`config.mk`:
```
export PLATFORM = sky130hd
export DESIGN_NAME = mips_core
export DESIGN_NICKNAME = d
export VERILOG_FILES = /design/src/design/mips_pkg.sv /design/src/design/mips_regfile.sv /design/src/design/mips_alu.sv /design/src/design/mips_pc_unit.sv /design/src/design/mips_instr_reg.sv /design/src/design/mips_control.sv /design/src/design/mips_core.sv
export VERILOG_INCLUDE_DIRS = /design/src /design/src/design
export SDC_FILE = /design/constraint.sdc
export NUM_CORES = 2
export LEC_CHECK = 0
export BUFFER_PORTS_ARGS = -buffer_cell sky130_fd_sc_hd__buf_4
export CAP_MARGIN = 15
export CORE_ASPECT_RATIO = 0.75
export CORE_MARGIN = 2
export CORE_UTILIZATION = 40
export CTS_BUF_LIST = sky130_fd_sc_hd__clkbuf_8
export CTS_CLUSTER_DIAMETER = 50
export DETAILED_ROUTE_END_ITERATION = 8
export PLACE_DENSITY_LB_ADDON = 0.25
export SLEW_MARGIN = 10
export SYNTH_ARGS = -nofsm -noshare
export SYNTH_HDL_FRONTEND = slang
export SYNTH_SLANG_ARGS = --single-unit
```
`constraint.sdc`:
```
create_clock -name clk -period 10.3 [get_ports clk]
set_clock_uncertainty 0.1 [all_clocks]
set_input_delay 2.06 -clock clk [delete_from_list [all_inputs] [get_ports clk]]
set_output_delay 2.06 -clock clk [all_outputs]
set_load 0.05 [all_outputs]
```
`src/design/mips_macros.svh`:
```
// word and address width, register count, reset vector, opcode and funct codes
`ifndef MIPS_MACROS_SVH
`define MIPS_MACROS_SVH

// datapath sizes
`define MIPS_WORD_W 32
`define MIPS_REG_N 32

// first fetch address after reset
`define MIPS_RESET_VECTOR 32'hBFC00000

// primary opcodes, instr[31:26]
`define MIPS_OP_RTYPE 6'h00
`define MIPS_OP_J 6'h02
`define MIPS_OP_BEQ 6'h04
`define MIPS_OP_ADDIU 6'h09
`define MIPS_OP_LUI 6'h0F
`define MIPS_OP_LW 6'h23
`define MIPS_OP_SW 6'h2B

// funct codes for r-type, instr[5:0]
`define MIPS_FN_ADDU 6'h21
`define MIPS_FN_SUBU 6'h23
`define MIPS_FN_AND 6'h24
`define MIPS_FN_OR 6'h25
`define MIPS_FN_SLT 6'h2A

`endif

```
`src/design/mips_pkg.sv`:
```
// package mips_pkg with datapath vector types and the control enums
`default_nettype none

`include "mips_macros.svh"

package mips_pkg;

  // data, addresses and instruction words
  typedef logic [`MIPS_WORD_W-1:0] word_t;

  // register index, 5 bits for 32 registers
  typedef logic [$clog2(`MIPS_REG_N)-1:0] reg_addr_t;

  // raw immediate field of an i-type instruction
  typedef logic [15:0] imm_t;

  typedef enum logic [2:0] {
    alu_add,
    alu_sub,
    alu_and,
    alu_or,
    alu_slt
  } alu_op_t;

  // where the next pc comes from
  typedef enum logic [1:0] {
    pc_seq,
    pc_branch,
    pc_jump
  } pc_src_t;

  // register write-back source
  typedef enum logic [1:0] {
    wb_alu,
    wb_mem,
    wb_upper
  } wb_src_t;

  typedef enum logic [2:0] {
    st_fetch,
    st_fetch_wait,
    st_decode,
    st_execute,
    st_mem_access,
    st_mem_wait,
    st_writeback
  } ctrl_state_t;

endpackage

`default_nettype wire

```
`src/design/mips_regfile.sv`:
```
// module mips_regfile, three-port register file with r0 fixed at zero and a v0 view
`timescale 1ns/100ps
`default_nettype none

`include "mips_macros.svh"

module mips_regfile (
  input  logic               clk,
  input  logic               reset,
  input  logic               reg_write,
  input  mips_pkg::reg_addr_t ra1,
  input  mips_pkg::reg_addr_t ra2,
  input  mips_pkg::reg_addr_t wa,
  input  mips_pkg::word_t    wd,
  output mips_pkg::word_t    rd1,
  output mips_pkg::word_t    rd2,
  output mips_pkg::word_t    reg_v0
);

  mips_pkg::word_t rf [`MIPS_REG_N];

  // single write port, r0 never takes a value
  always_ff @(posedge clk) begin
    if (reset) begin
      for (int i = 0; i < `MIPS_REG_N; i++) begin
        rf[i] <= '0;
      end
    end else if (reg_write && (wa != '0)) begin
      rf[wa] <= wd;
    end
  end

  // two asynchronous read ports
  assign rd1 = (ra1 == '0) ? '0 : rf[ra1];
  assign rd2 = (ra2 == '0) ? '0 : rf[ra2];

  // v0 is register 2, visible for observation
  assign reg_v0 = rf[2];

endmodule

`default_nettype wire

```
`src/design/mips_alu.sv`:
```
// module mips_alu, operand select, arithmetic and logic ops, zero flag, result register
`timescale 1ns/100ps
`default_nettype none

module mips_alu (
  input  logic              clk,
  input  logic              reset,
  input  mips_pkg::alu_op_t alu_op,
  input  logic              alu_src_imm,
  input  mips_pkg::word_t   a,
  input  mips_pkg::word_t   b,
  input  mips_pkg::word_t   imm_ext,
  output logic              zero,
  output mips_pkg::word_t   alu_out
);

  mips_pkg::word_t b_sel;
  mips_pkg::word_t result;

  // second operand is either rt data or the extended immediate
  assign b_sel = alu_src_imm ? imm_ext : b;

  always_comb begin
    case (alu_op)
      mips_pkg::alu_add: result = a + b_sel;
      mips_pkg::alu_sub: result = a - b_sel;
      mips_pkg::alu_and: result = a & b_sel;
      mips_pkg::alu_or:  result = a | b_sel;
      // signed compare
      mips_pkg::alu_slt: result = {{($bits(result) - 1){1'b0}}, ($signed(a) < $signed(b_sel))};
      default:           result = a + b_sel;
    endcase
  end

  // beq looks at this in the same cycle
  assign zero = (result == '0);

  // holds address and write-back value across the following states
  always_ff @(posedge clk) begin
    if (reset) begin
      alu_out <= '0;
    end else begin
      alu_out <= result;
    end
  end

endmodule

`default_nettype wire

```
`src/design/mips_pc_unit.sv`:
```
// module mips_pc_unit, program counter with reset vector and next-pc selection
`timescale 1ns/100ps
`default_nettype none

`include "mips_macros.svh"

module mips_pc_unit (
  input  logic              clk,
  input  logic              reset,
  input  logic              pc_write,
  input  mips_pkg::pc_src_t pc_src,
  input  mips_pkg::word_t   imm_ext,
  input  logic [25:0]       jump_index,
  output mips_pkg::word_t   pc
);

  mips_pkg::word_t pc_plus4;
  mips_pkg::word_t branch_target;
  mips_pkg::word_t jump_target;
  mips_pkg::word_t pc_next;

  assign pc_plus4 = pc + 32'd4;

  // pc already points past the branch when this is used
  assign branch_target = pc + {imm_ext[29:0], 2'b00};

  // stays inside the current 256 MB region
  assign jump_target = {pc[31:28], jump_index, 2'b00};

  always_comb begin
    case (pc_src)
      mips_pkg::pc_seq:    pc_next = pc_plus4;
      mips_pkg::pc_branch: pc_next = branch_target;
      mips_pkg::pc_jump:   pc_next = jump_target;
      default:             pc_next = pc_plus4;
    endcase
  end

  // execution restarts at the boot vector
  always_ff @(posedge clk) begin
    if (reset) begin
      pc <= `MIPS_RESET_VECTOR;
    end else if (pc_write) begin
      pc <= pc_next;
    end
  end

endmodule

`default_nettype wire

```
`src/design/mips_instr_reg.sv`:
```
// module mips_instr_reg, instruction and memory data registers with field decode
`timescale 1ns/100ps
`default_nettype none

module mips_instr_reg (
  input  logic                clk,
  input  logic                reset,
  input  logic                ir_load,
  input  logic                mdr_load,
  input  mips_pkg::word_t     mem_rdata,
  output logic [5:0]          opcode,
  output logic [5:0]          funct,
  output mips_pkg::reg_addr_t rs,
  output mips_pkg::reg_addr_t rt,
  output mips_pkg::reg_addr_t rd,
  output mips_pkg::word_t     imm_ext,
  output mips_pkg::word_t     imm_upper,
  output mips_pkg::word_t     mdr,
  output logic [25:0]         jump_index
);

  mips_pkg::word_t ir;
  mips_pkg::imm_t  imm;

  // instruction register, loaded in fetch_wait
  always_ff @(posedge clk) begin
    if (reset) begin
      ir <= '0;
    end else if (ir_load) begin
      ir <= mem_rdata;
    end
  end

  // memory data register for lw
  always_ff @(posedge clk) begin
    if (mdr_load) begin
      mdr <= mem_rdata;
    end
  end

  assign opcode     = ir[31:26];
  assign rs         = ir[25:21];
  assign rt         = ir[20:16];
  assign rd         = ir[15:11];
  assign funct      = ir[5:0];
  assign jump_index = ir[25:0];
  assign imm        = ir[15:0];

  assign imm_ext   = {{16{imm[15]}}, imm};
  // lui value with the low half zero
  assign imm_upper = {imm, 16'h0000};

endmodule

`default_nettype wire

```
`src/design/mips_control.sv`:
```
// module mips_control, multicycle FSM and instruction decoder
`timescale 1ns/100ps
`default_nettype none

`include "mips_macros.svh"

module mips_control (
  input  logic              clk,
  input  logic              reset,
  input  logic [5:0]        opcode,
  input  logic [5:0]        funct,
  input  logic              zero,
  output logic              ir_load,
  output logic              mdr_load,
  output logic              pc_write,
  output logic              reg_write,
  output logic              alu_src_imm,
  output logic              reg_dst_rd,
  output logic              mem_read,
  output logic              mem_write,
  output mips_pkg::alu_op_t alu_op,
  output mips_pkg::pc_src_t pc_src,
  output mips_pkg::wb_src_t wb_src
);

  mips_pkg::ctrl_state_t state;
  mips_pkg::ctrl_state_t state_next;

  logic              is_rtype;
  logic              is_lw;
  logic              is_sw;
  logic              is_lui;
  logic              is_beq;
  logic              is_j;
  logic              dec_valid;
  logic              dec_imm;
  mips_pkg::alu_op_t dec_alu_op;

  assign is_rtype = (opcode == `MIPS_OP_RTYPE);
  assign is_lw    = (opcode == `MIPS_OP_LW);
  assign is_sw    = (opcode == `MIPS_OP_SW);
  assign is_lui   = (opcode == `MIPS_OP_LUI);
  assign is_beq   = (opcode == `MIPS_OP_BEQ);
  assign is_j     = (opcode == `MIPS_OP_J);

  // instruction decoder, alu operation and operand choice
  always_comb begin
    dec_valid  = 1'b1;
    dec_imm    = 1'b0;
    dec_alu_op = mips_pkg::alu_add;
    case (opcode)
      `MIPS_OP_RTYPE: begin
        case (funct)
          `MIPS_FN_ADDU: dec_alu_op = mips_pkg::alu_add;
          `MIPS_FN_SUBU: dec_alu_op = mips_pkg::alu_sub;
          `MIPS_FN_AND:  dec_alu_op = mips_pkg::alu_and;
          `MIPS_FN_OR:   dec_alu_op = mips_pkg::alu_or;
          `MIPS_FN_SLT:  dec_alu_op = mips_pkg::alu_slt;
          default:       dec_valid  = 1'b0;
        endcase
      end
      `MIPS_OP_ADDIU, `MIPS_OP_LW, `MIPS_OP_SW, `MIPS_OP_LUI: dec_imm = 1'b1;
      `MIPS_OP_BEQ: dec_alu_op = mips_pkg::alu_sub;
      `MIPS_OP_J:   dec_valid  = 1'b1;
      default:      dec_valid  = 1'b0;
    endcase
  end

  always_ff @(posedge clk) begin
    if (reset) begin
      state <= mips_pkg::st_fetch;
    end else begin
      state <= state_next;
    end
  end

  always_comb begin
    case (state)
      mips_pkg::st_fetch:      state_next = mips_pkg::st_fetch_wait;
      mips_pkg::st_fetch_wait: state_next = mips_pkg::st_decode;
      // unsupported encodings are dropped here
      mips_pkg::st_decode: begin
        state_next = dec_valid ? mips_pkg::st_execute : mips_pkg::st_fetch;
      end
      mips_pkg::st_execute: begin
        if (is_beq || is_j) begin
          state_next = mips_pkg::st_fetch;
        end else if (is_lw || is_sw) begin
          state_next = mips_pkg::st_mem_access;
        end else begin
          state_next = mips_pkg::st_writeback;
        end
      end
      mips_pkg::st_mem_access: begin
        state_next = is_lw ? mips_pkg::st_mem_wait : mips_pkg::st_fetch;
      end
      mips_pkg::st_mem_wait:   state_next = mips_pkg::st_writeback;
      default:                 state_next = mips_pkg::st_fetch;
    endcase
  end

  // strobes and selects per state
  always_comb begin
    ir_load     = 1'b0;
    mdr_load    = 1'b0;
    pc_write    = 1'b0;
    reg_write   = 1'b0;
    alu_src_imm = 1'b0;
    reg_dst_rd  = 1'b0;
    mem_read    = 1'b0;
    mem_write   = 1'b0;
    alu_op      = mips_pkg::alu_add;
    pc_src      = mips_pkg::pc_seq;
    wb_src      = mips_pkg::wb_alu;
    case (state)
      // no fetch request while held in reset
      mips_pkg::st_fetch: mem_read = ~reset;
      mips_pkg::st_fetch_wait: begin
        ir_load  = 1'b1;
        pc_write = 1'b1;
      end
      mips_pkg::st_execute: begin
        alu_op      = dec_alu_op;
        alu_src_imm = dec_imm;
        if (is_beq) begin
          pc_write = zero;
          pc_src   = mips_pkg::pc_branch;
        end else if (is_j) begin
          pc_write = 1'b1;
          pc_src   = mips_pkg::pc_jump;
        end
      end
      // address recomputed with the same operands, also selects alu_out as address
      mips_pkg::st_mem_access: begin
        alu_src_imm = 1'b1;
        mem_read    = is_lw;
        mem_write   = is_sw;
      end
      mips_pkg::st_mem_wait: mdr_load = 1'b1;
      mips_pkg::st_writeback: begin
        reg_write  = 1'b1;
        reg_dst_rd = is_rtype;
        if (is_lw) begin
          wb_src = mips_pkg::wb_mem;
        end else if (is_lui) begin
          wb_src = mips_pkg::wb_upper;
        end
      end
      default: ;
    endcase
  end

endmodule

`default_nettype wire

```
`src/design/mips_core.sv`:
```
// module mips_core, top level wiring of control, register file, alu, pc and instruction register
`timescale 1ns/100ps
`default_nettype none

module mips_core (
  input  logic            clk,
  input  logic            reset,
  input  mips_pkg::word_t mem_rdata,
  output mips_pkg::word_t mem_addr,
  output mips_pkg::word_t mem_wdata,
  output logic            mem_read,
  output logic            mem_write,
  output mips_pkg::word_t reg_v0
);

  logic ir_load;
  logic mdr_load;
  logic pc_write;
  logic reg_write;
  logic alu_src_imm;
  logic reg_dst_rd;
  logic zero;
  logic [5:0] opcode;
  logic [5:0] funct;
  logic [25:0] jump_index;

  mips_pkg::alu_op_t   alu_op;
  mips_pkg::pc_src_t   pc_src;
  mips_pkg::wb_src_t   wb_src;
  mips_pkg::reg_addr_t rs;
  mips_pkg::reg_addr_t rt;
  mips_pkg::reg_addr_t rd;
  mips_pkg::word_t     rs_data;
  mips_pkg::word_t     rt_data;
  mips_pkg::word_t     imm_ext;
  mips_pkg::word_t     imm_upper;
  mips_pkg::word_t     mdr;
  mips_pkg::word_t     alu_out;
  mips_pkg::word_t     pc;

  // data accesses keep the immediate operand selected, fetches never do
  assign mem_addr  = alu_src_imm ? alu_out : pc;
  assign mem_wdata = rt_data;

  mips_control u_control (
    .clk(clk), .reset(reset), .opcode(opcode), .funct(funct), .zero(zero),
    .ir_load(ir_load), .mdr_load(mdr_load), .pc_write(pc_write),
    .reg_write(reg_write), .alu_src_imm(alu_src_imm), .reg_dst_rd(reg_dst_rd),
    .mem_read(mem_read), .mem_write(mem_write),
    .alu_op(alu_op), .pc_src(pc_src), .wb_src(wb_src)
  );

  mips_regfile u_regfile (
    .clk(clk), .reset(reset), .reg_write(reg_write),
    .ra1(rs), .ra2(rt),
    .wa(reg_dst_rd ? rd : rt),
    .wd((wb_src == mips_pkg::wb_mem) ? mdr :
        (wb_src == mips_pkg::wb_upper) ? imm_upper : alu_out),
    .rd1(rs_data), .rd2(rt_data), .reg_v0(reg_v0)
  );

  mips_alu u_alu (
    .clk(clk), .reset(reset), .alu_op(alu_op), .alu_src_imm(alu_src_imm),
    .a(rs_data), .b(rt_data), .imm_ext(imm_ext),
    .zero(zero), .alu_out(alu_out)
  );

  mips_pc_unit u_pc_unit (
    .clk(clk), .reset(reset), .pc_write(pc_write), .pc_src(pc_src),
    .imm_ext(imm_ext), .jump_index(jump_index), .pc(pc)
  );

  mips_instr_reg u_instr_reg (
    .clk(clk), .reset(reset), .ir_load(ir_load), .mdr_load(mdr_load),
    .mem_rdata(mem_rdata), .opcode(opcode), .funct(funct),
    .rs(rs), .rt(rt), .rd(rd), .imm_ext(imm_ext), .imm_upper(imm_upper),
    .mdr(mdr), .jump_index(jump_index)
  );

endmodule

`default_nettype wire

```
Word level (Yosys, flattened, before mapping)
Memory sizes are Yosys's and may differ from the RTL's. A register that Yosys moved wholly into a read port is not among the register bits.
Index checks and enable logic that the tools add are counted.

storage, ports and cells
  register bits = 131
  bits in writable memories = 1024
  bits of input ports = 34
  output and inout port bits = 98
  word-level logic and storage cells = 103
  memories kept = 1

cells by class
  $add $sub $neg = 4
  $lt $le $gt $ge = 1
  equality and inequality tests = 25
  mux-type cells = 48
  bitwise operators = 4
  reduce and logical (&&, ||, !) cells = 14

memory list
  name          words  width  rd ports  clocked after memory_dff  write ports  line                source
  u_regfile.rf  32     32     3         2                         32           mips_regfile.sv:20  mips_pkg::word_t rf [`MIPS_REG_N];

operators with widths
  kind                                            count
  2-to-1 mux 32 bit                               7
  one-hot mux 32 bit (4 select lines)             1
  adder 32 bit                                    2
  one-hot mux 32 bit (2 select lines)             1
  == test 6 bit (second input constant)           7
  adder 32 x 3 -> 32 bit (second input constant)  1
  bitwise AND 32 bit                              1
  logical NOT 32 bit                              1
  less-than comparator 32 bit                     1
  bitwise OR 32 bit                               1
  OR reduction 32 bit                             1
  subtractor 32 bit                               1
  2-to-1 mux 5 bit                                6
  one-hot mux 3 bit (6 select lines)              1
  2-to-1 mux 2 bit                                8
  2-to-1 mux 1 bit                                15
  == test 3 x 2 -> 1 bit (second input constant)  4
  == test 3 bit (second input constant)           4
  == test 6 x 4 -> 1 bit (second input constant)  2
  one-hot mux 3 bit (4 select lines)              1
  logical NOT 5 bit                               2
  2-to-1 mux 3 bit                                3
  one-hot mux 1 bit (2 select lines)              4
  == test 3 x 1 -> 1 bit (second input constant)  2
  15 further kinds                                19

Longest topological paths before layout
  depth in word-level cells = 11
  mapped depth = 25

Hierarchy
From an unflattened synthesis, not the netlist that was laid out.

unflattened totals
  cells, all modules = 5338
  area total of the unflattened synthesis = 69098.8 sq um

modules (own cells, without submodules)
  module          instances  cells each  area an instance (sq um)  sequential area each (sq um)
  mips_regfile    1          3492        54086.9                   30749.5
  mips_alu        1          978         6998.0                    640.6
  mips_pc_unit    1          425         3209.3                    600.6
  mips_instr_reg  1          221         2766.4                    1601.5
  mips_core       1          148         1537.7                    0.0
  mips_control    1          74          500.5                     60.1

Least setup slack after synthesis
Ideal clock, no wire load.

  path type = input port to output port
  start = input port reset
  end = output port mem_read
  arrival = 4.934 ns
  slack = 3.206 ns
  cell stages on the path = 3
  path through = clkbuf_1 -> clkbuf_1 -> a2111oi_0

between the ends
  cells in the longest elaborated chain, start to end = 2

RTL lines
  what                                line                 source
  start: declaration                  mips_core.sv:7       input logic reset,
  inverter 1 bit                      mips_control.sv:117  mips_pkg::st_fetch: mem_read = ~reset;
  one-hot mux 1 bit (2 select lines)  mips_control.sv:115  case (state)
  end: declaration                    mips_core.sv:11      output logic mem_read,

Every way passes these cells.

==> run_summary.xml <==
<?xml version="1.0" encoding="UTF-8"?>
<metrics>
  <group name="timing">
    <metric name="worst-slew-pin-transition" unit="ns">1.33</metric>
    <metric name="max_freq" unit="MHz">110</metric>
    <metric name="setup-violations-final" unit="">0</metric>
    <metric name="timing_max_transition_violations_final" unit="">0</metric>
    <metric name="totalNegativeSetupSlack" unit="ns">0</metric>
    <metric name="relSlewSlack" unit="%">10.8</metric>
    <metric name="holdWs" unit="ns">0.399</metric>
    <metric name="finalHoldViolCount" unit="">0</metric>
    <metric name="period_minus_ws_final" unit="ns">9.13</metric>
    <metric name="post-route-period-util" unit="%">88.6</metric>
    <metric name="rsz_0062_raised_after_global_routing" unit="">false</metric>
  </group>
  <group name="global_routing">
    <metric name="gr-usage-all-layers" unit="%">30.6</metric>
    <metric name="largest_net_degree_at_the_start_of_global_routing" unit="">85</metric>
    <metric name="grt_util_met1" unit="%">45.0</metric>
    <metric name="globalRoute.totalOverflow" unit="">0</metric>
    <metric name="grt_antenna_before_repair" unit="">10</metric>
    <metric name="first_global_vias" unit="">44400</metric>
    <metric name="grtUsageMet2" unit="%">42.5</metric>
    <metric name="gr_layer_usage_met3" unit="%">9.36</metric>
    <metric name="grt_first_pass_wirelength" unit="mm">352</metric>
    <metric name="grt.busiest_layer" unit="">met1</metric>
  </group>
  <group name="die">
    <metric name="die-width" unit="um">468</metric>
    <metric name="boundaryPins" unit="">132</metric>
    <metric name="chipHeight" unit="um">352</metric>
    <metric name="placeableCoreArea" unit="um^2">160000</metric>
    <metric name="placement_rows" unit="">127</metric>
    <metric name="design.die.area" unit="um^2">165000</metric>
    <metric name="initial_utilization" unit="%">40.3</metric>
  </group>
  <group name="cts">
    <metric name="clkTransAtPathRegs" unit="ns">0.07</metric>
    <metric name="clock_sinks" unit="">1163</metric>
    <metric name="worst_skew_pair.late_latency" unit="ns">0.99</metric>
    <metric name="cts_root_buf" unit="">clkbuf_8</metric>
    <metric name="clock_tree_from_tritoncts" unit="">yes</metric>
    <metric name="max-clock-path-buffers" unit="">3</metric>
    <metric name="post-cts-setup-buffers" unit="">0</metric>
    <metric name="cts_hold_buf" unit="">0</metric>
    <metric name="cts-buffers-inserted" unit="">182</metric>
    <metric name="cts_htree_levels" unit="">4</metric>
    <metric name="post_cts.resized_instances" unit="">0</metric>
  </group>
  <group name="yosys">
    <metric name="synth.mux.area_fraction" unit="%">24.1</metric>
    <metric name="seq_area_frac_synth" unit="%">52.4</metric>
    <metric name="synth_top_cell_by_area" unit="">edfxtp_1</metric>
    <metric name="yosys-top-cells-area" unit="">edfxtp_1 49%, mux4_2 22%, nor2_1 6.7%</metric>
    <metric name="synth_flop_cell" unit="">edfxtp_1</metric>
    <metric name="synth.cell_area" unit="um^2">64600</metric>
    <metric name="synth_edf_count" unit="">1056</metric>
    <metric name="post-synth-top-area-fraction" unit="%">49.1</metric>
    <metric name="post_synth_xor_area_fraction" unit="%">0.800</metric>
    <metric name="synth_top_family_by_area" unit="">multiplexers</metric>
    <metric name="yosys.area_share.simple" unit="%">11.1</metric>
    <metric name="synth.distinct_cells" unit="">89</metric>
    <metric name="ys_warn_count" unit="">0</metric>
    <metric name="leading_post_synthesis_cells_by_instance_count" unit="">1154 x nor2_1, 1056 x edfxtp_1, 640 x mux4_2, 387 x clkbuf_1, 232 x nand2_1</metric>
    <metric name="postSynthRegisterBits" unit="">1163</metric>
    <metric name="most_repeated_cell_in_the_gate_level_netlist_after_synthesis" unit="">nor2_1</metric>
    <metric name="asyncSetResetFlopFracSynth" unit="%">0</metric>
    <metric name="mean_syn_cell_area" unit="um^2">13.1</metric>
    <metric name="synth_compound_area_share" unit="%">5.44</metric>
    <metric name="syn-instance-count" unit="">4916</metric>
    <metric name="synth_fa_ha_area_share" unit="%">2.77</metric>
  </group>
  <group name="finish">
    <metric name="syn2layout_area_growth" unit="%">11.6</metric>
    <metric name="layout-drive-gt1-share" unit="%">26.1</metric>
    <metric name="nNetsFinal" unit="">5137</metric>
  </group>
  <group name="critical_path">
    <metric name="path_max_fanout" unit="">34</metric>
    <metric name="required" unit="ns">11.02</metric>
    <metric name="setup.worst_path.start_class" unit="">flip-flop</metric>
    <metric name="worst-r2r-cell-count" unit="">21</metric>
    <metric name="cp_class" unit="">reg -&gt; reg</metric>
    <metric name="end_kind" unit="">flip-flop</metric>
    <metric name="worst_ep_arrival_time" unit="ns">9.84</metric>
  </group>
  <group name="power">
    <metric name="power.ir.vdd_worst" unit="V">0.000152</metric>
    <metric name="power.leakage" unit="nW">24.7</metric>
    <metric name="pwr_density_cell" unit="nW/um^2">182</metric>
  </group>
  <group name="run_status">
    <metric name="status" unit="">finished, final reports clean</metric>
  </group>
  <group name="drt">
    <metric name="routed-via-count" unit="">47000</metric>
    <metric name="antenna_violating_nets_left" unit="">0</metric>
    <metric name="drt_drc_violations_left" unit="">0</metric>
    <metric name="post_detailed_routing_wire_length" unit="mm">255</metric>
    <metric name="drt-vias-per-instance" unit="">6.49</metric>
    <metric name="dr.first_iter.drc_count" unit="">7964</metric>
    <metric name="routed_wire_length_per_instance" unit="um">35.2</metric>
    <metric name="drt_pass1_iterations" unit="">8</metric>
  </group>
  <group name="place">
    <metric name="gp_congestion" unit="">1.03</metric>
    <metric name="portBuffers" unit="">131</metric>
    <metric name="post-dp-hpwl" unit="mm">164</metric>
  </group>
  <group name="run">
    <metric name="max_cap_violation_count" unit="">0</metric>
  </group>
  <group name="worst_hold_path">
    <metric name="worst_hold_path.num_cells" unit="">2</metric>
    <metric name="worstHoldPathType" unit="">reg -&gt; reg</metric>
  </group>
</metrics>
[kinds of logic after synthesis]
| logic type | count (synthesis) |
|---|---|
| simple gates | 1690 |
| compound gates | 534 |
| fa+ha+maj | 141 |
| mux | 748 |
| flops | 1163 |
| buf+inv | 580 |
| xor+xnor | 59 |
| other cells | 1 |
[worst paths after layout]
kind                 startpoint          endpoint  slack, ns
max reg2reg           flip-flop  u_pc_unit.pc[31]       1.17
min reg2reg  u_instr_reg.ir[22]         flip-flop       0.40
min          u_instr_reg.ir[22]         flip-flop       0.40
max                   flip-flop  u_pc_unit.pc[31]       1.17
[area by class of cell]
| cell class | instances | area [um^2] |
|---|---|---|
| Clock inverter | 141 | 776 |
| Timing Repair Buffer | 292 | 2400 |
| Fill cell | 14300 | 88000 |
| Clock buffer | 187 | 2570 |
| Multi-Input combinational cell | 3204 | 29300 |
| Inverter | 119 | 447 |
| Antenna cell | 8 | 20.0 |
| Tap cell | 2128 | 2660 |
| Sequential cell | 1163 | 33900 |
[critical path: stages, from the launching register on]
cell and delay (ns):
dfxtp_4 0.84, buf_4 0.42, mux4_2 0.55, mux4_2 0.57
mux2i_1 0.38, nor2_1 0.11, mux2i_1 0.30, ha_1 0.36
nor2_1 0.10, a2111oi_1 1.14, o31ai_1 0.16, a221oi_1 0.74
xor2_1 0.14, a221oi_1 0.28, a21oi_1 0.09, or3b_1 0.41
or4_1 0.46, nor4_1 0.62, nor2_4 0.30, buf_4 0.31
o21ai_1 0.15, or3b_1 0.35
[stage by stage]
stage               setup WS [ns]  cell area, um^2  util (%)  total power [W]  std cells
global placement             1.54            68600      42.9          0.00925       6903
global route                0.989            72000      45.0           0.0135       7236
CTS                          1.44            72000      45.0           0.0130       7232
finish                       1.17            72000      45.0           0.0131       7242
detailed placement           1.49            68600      42.9          0.00924       6904
floorplan                    3.21            64700         -          0.00781       4947
[where the power goes]
| group | total (W) | switching (W) | leakage (nW) | internal [W] |
|---|---|---|---|---|
| registers | 0.00557 | 0.000232 | 11.7 | 0.00534 |
| logic | 0.00373 | 0.00250 | 11.0 | 0.00123 |
| clock network | 0.00382 | 0.00203 | 1.94 | 0.00178 |
[flip-flops by register name (all words and copies together), names as in the netlist, named ones only]
name,flops
u_pc_unit.pc,30
u_instr_reg.mdr,32
u_regfile.rf,1024
u_instr_reg.ir,32
u_alu.alu_out,32
u_control.state,3
[cells in the final DEF (no fill, tap or decap), types with 32 or more instances in the layout]
cell type	n
buf_4	273
nor2b_1	40
a21o_1	63
mux2i_1	75
nor2_1	1149
inv_1	178
a211oi_1	50
edfxtp_1	1056
nand2_1	202
clkbuf_8	187
o21ai_0	55
nand2b_1	51
conb_1	32
mux4_2	640
dfxtp_1	96
a21oi_1	157
ha_1	138
clkinv_1	37
nor3_1	36
xnor2_1	37
mux2_2	33
[layer usage]
layer | share of wire, % | wire length [um]
met1 | 40 | 101000
met2 | 42 | 107000
met3 | 14 | 36900
met4 | 3.7 | 9340
met5 | 0.0051 | 13
Note: power is estimated with default switching activity, not from simulation.
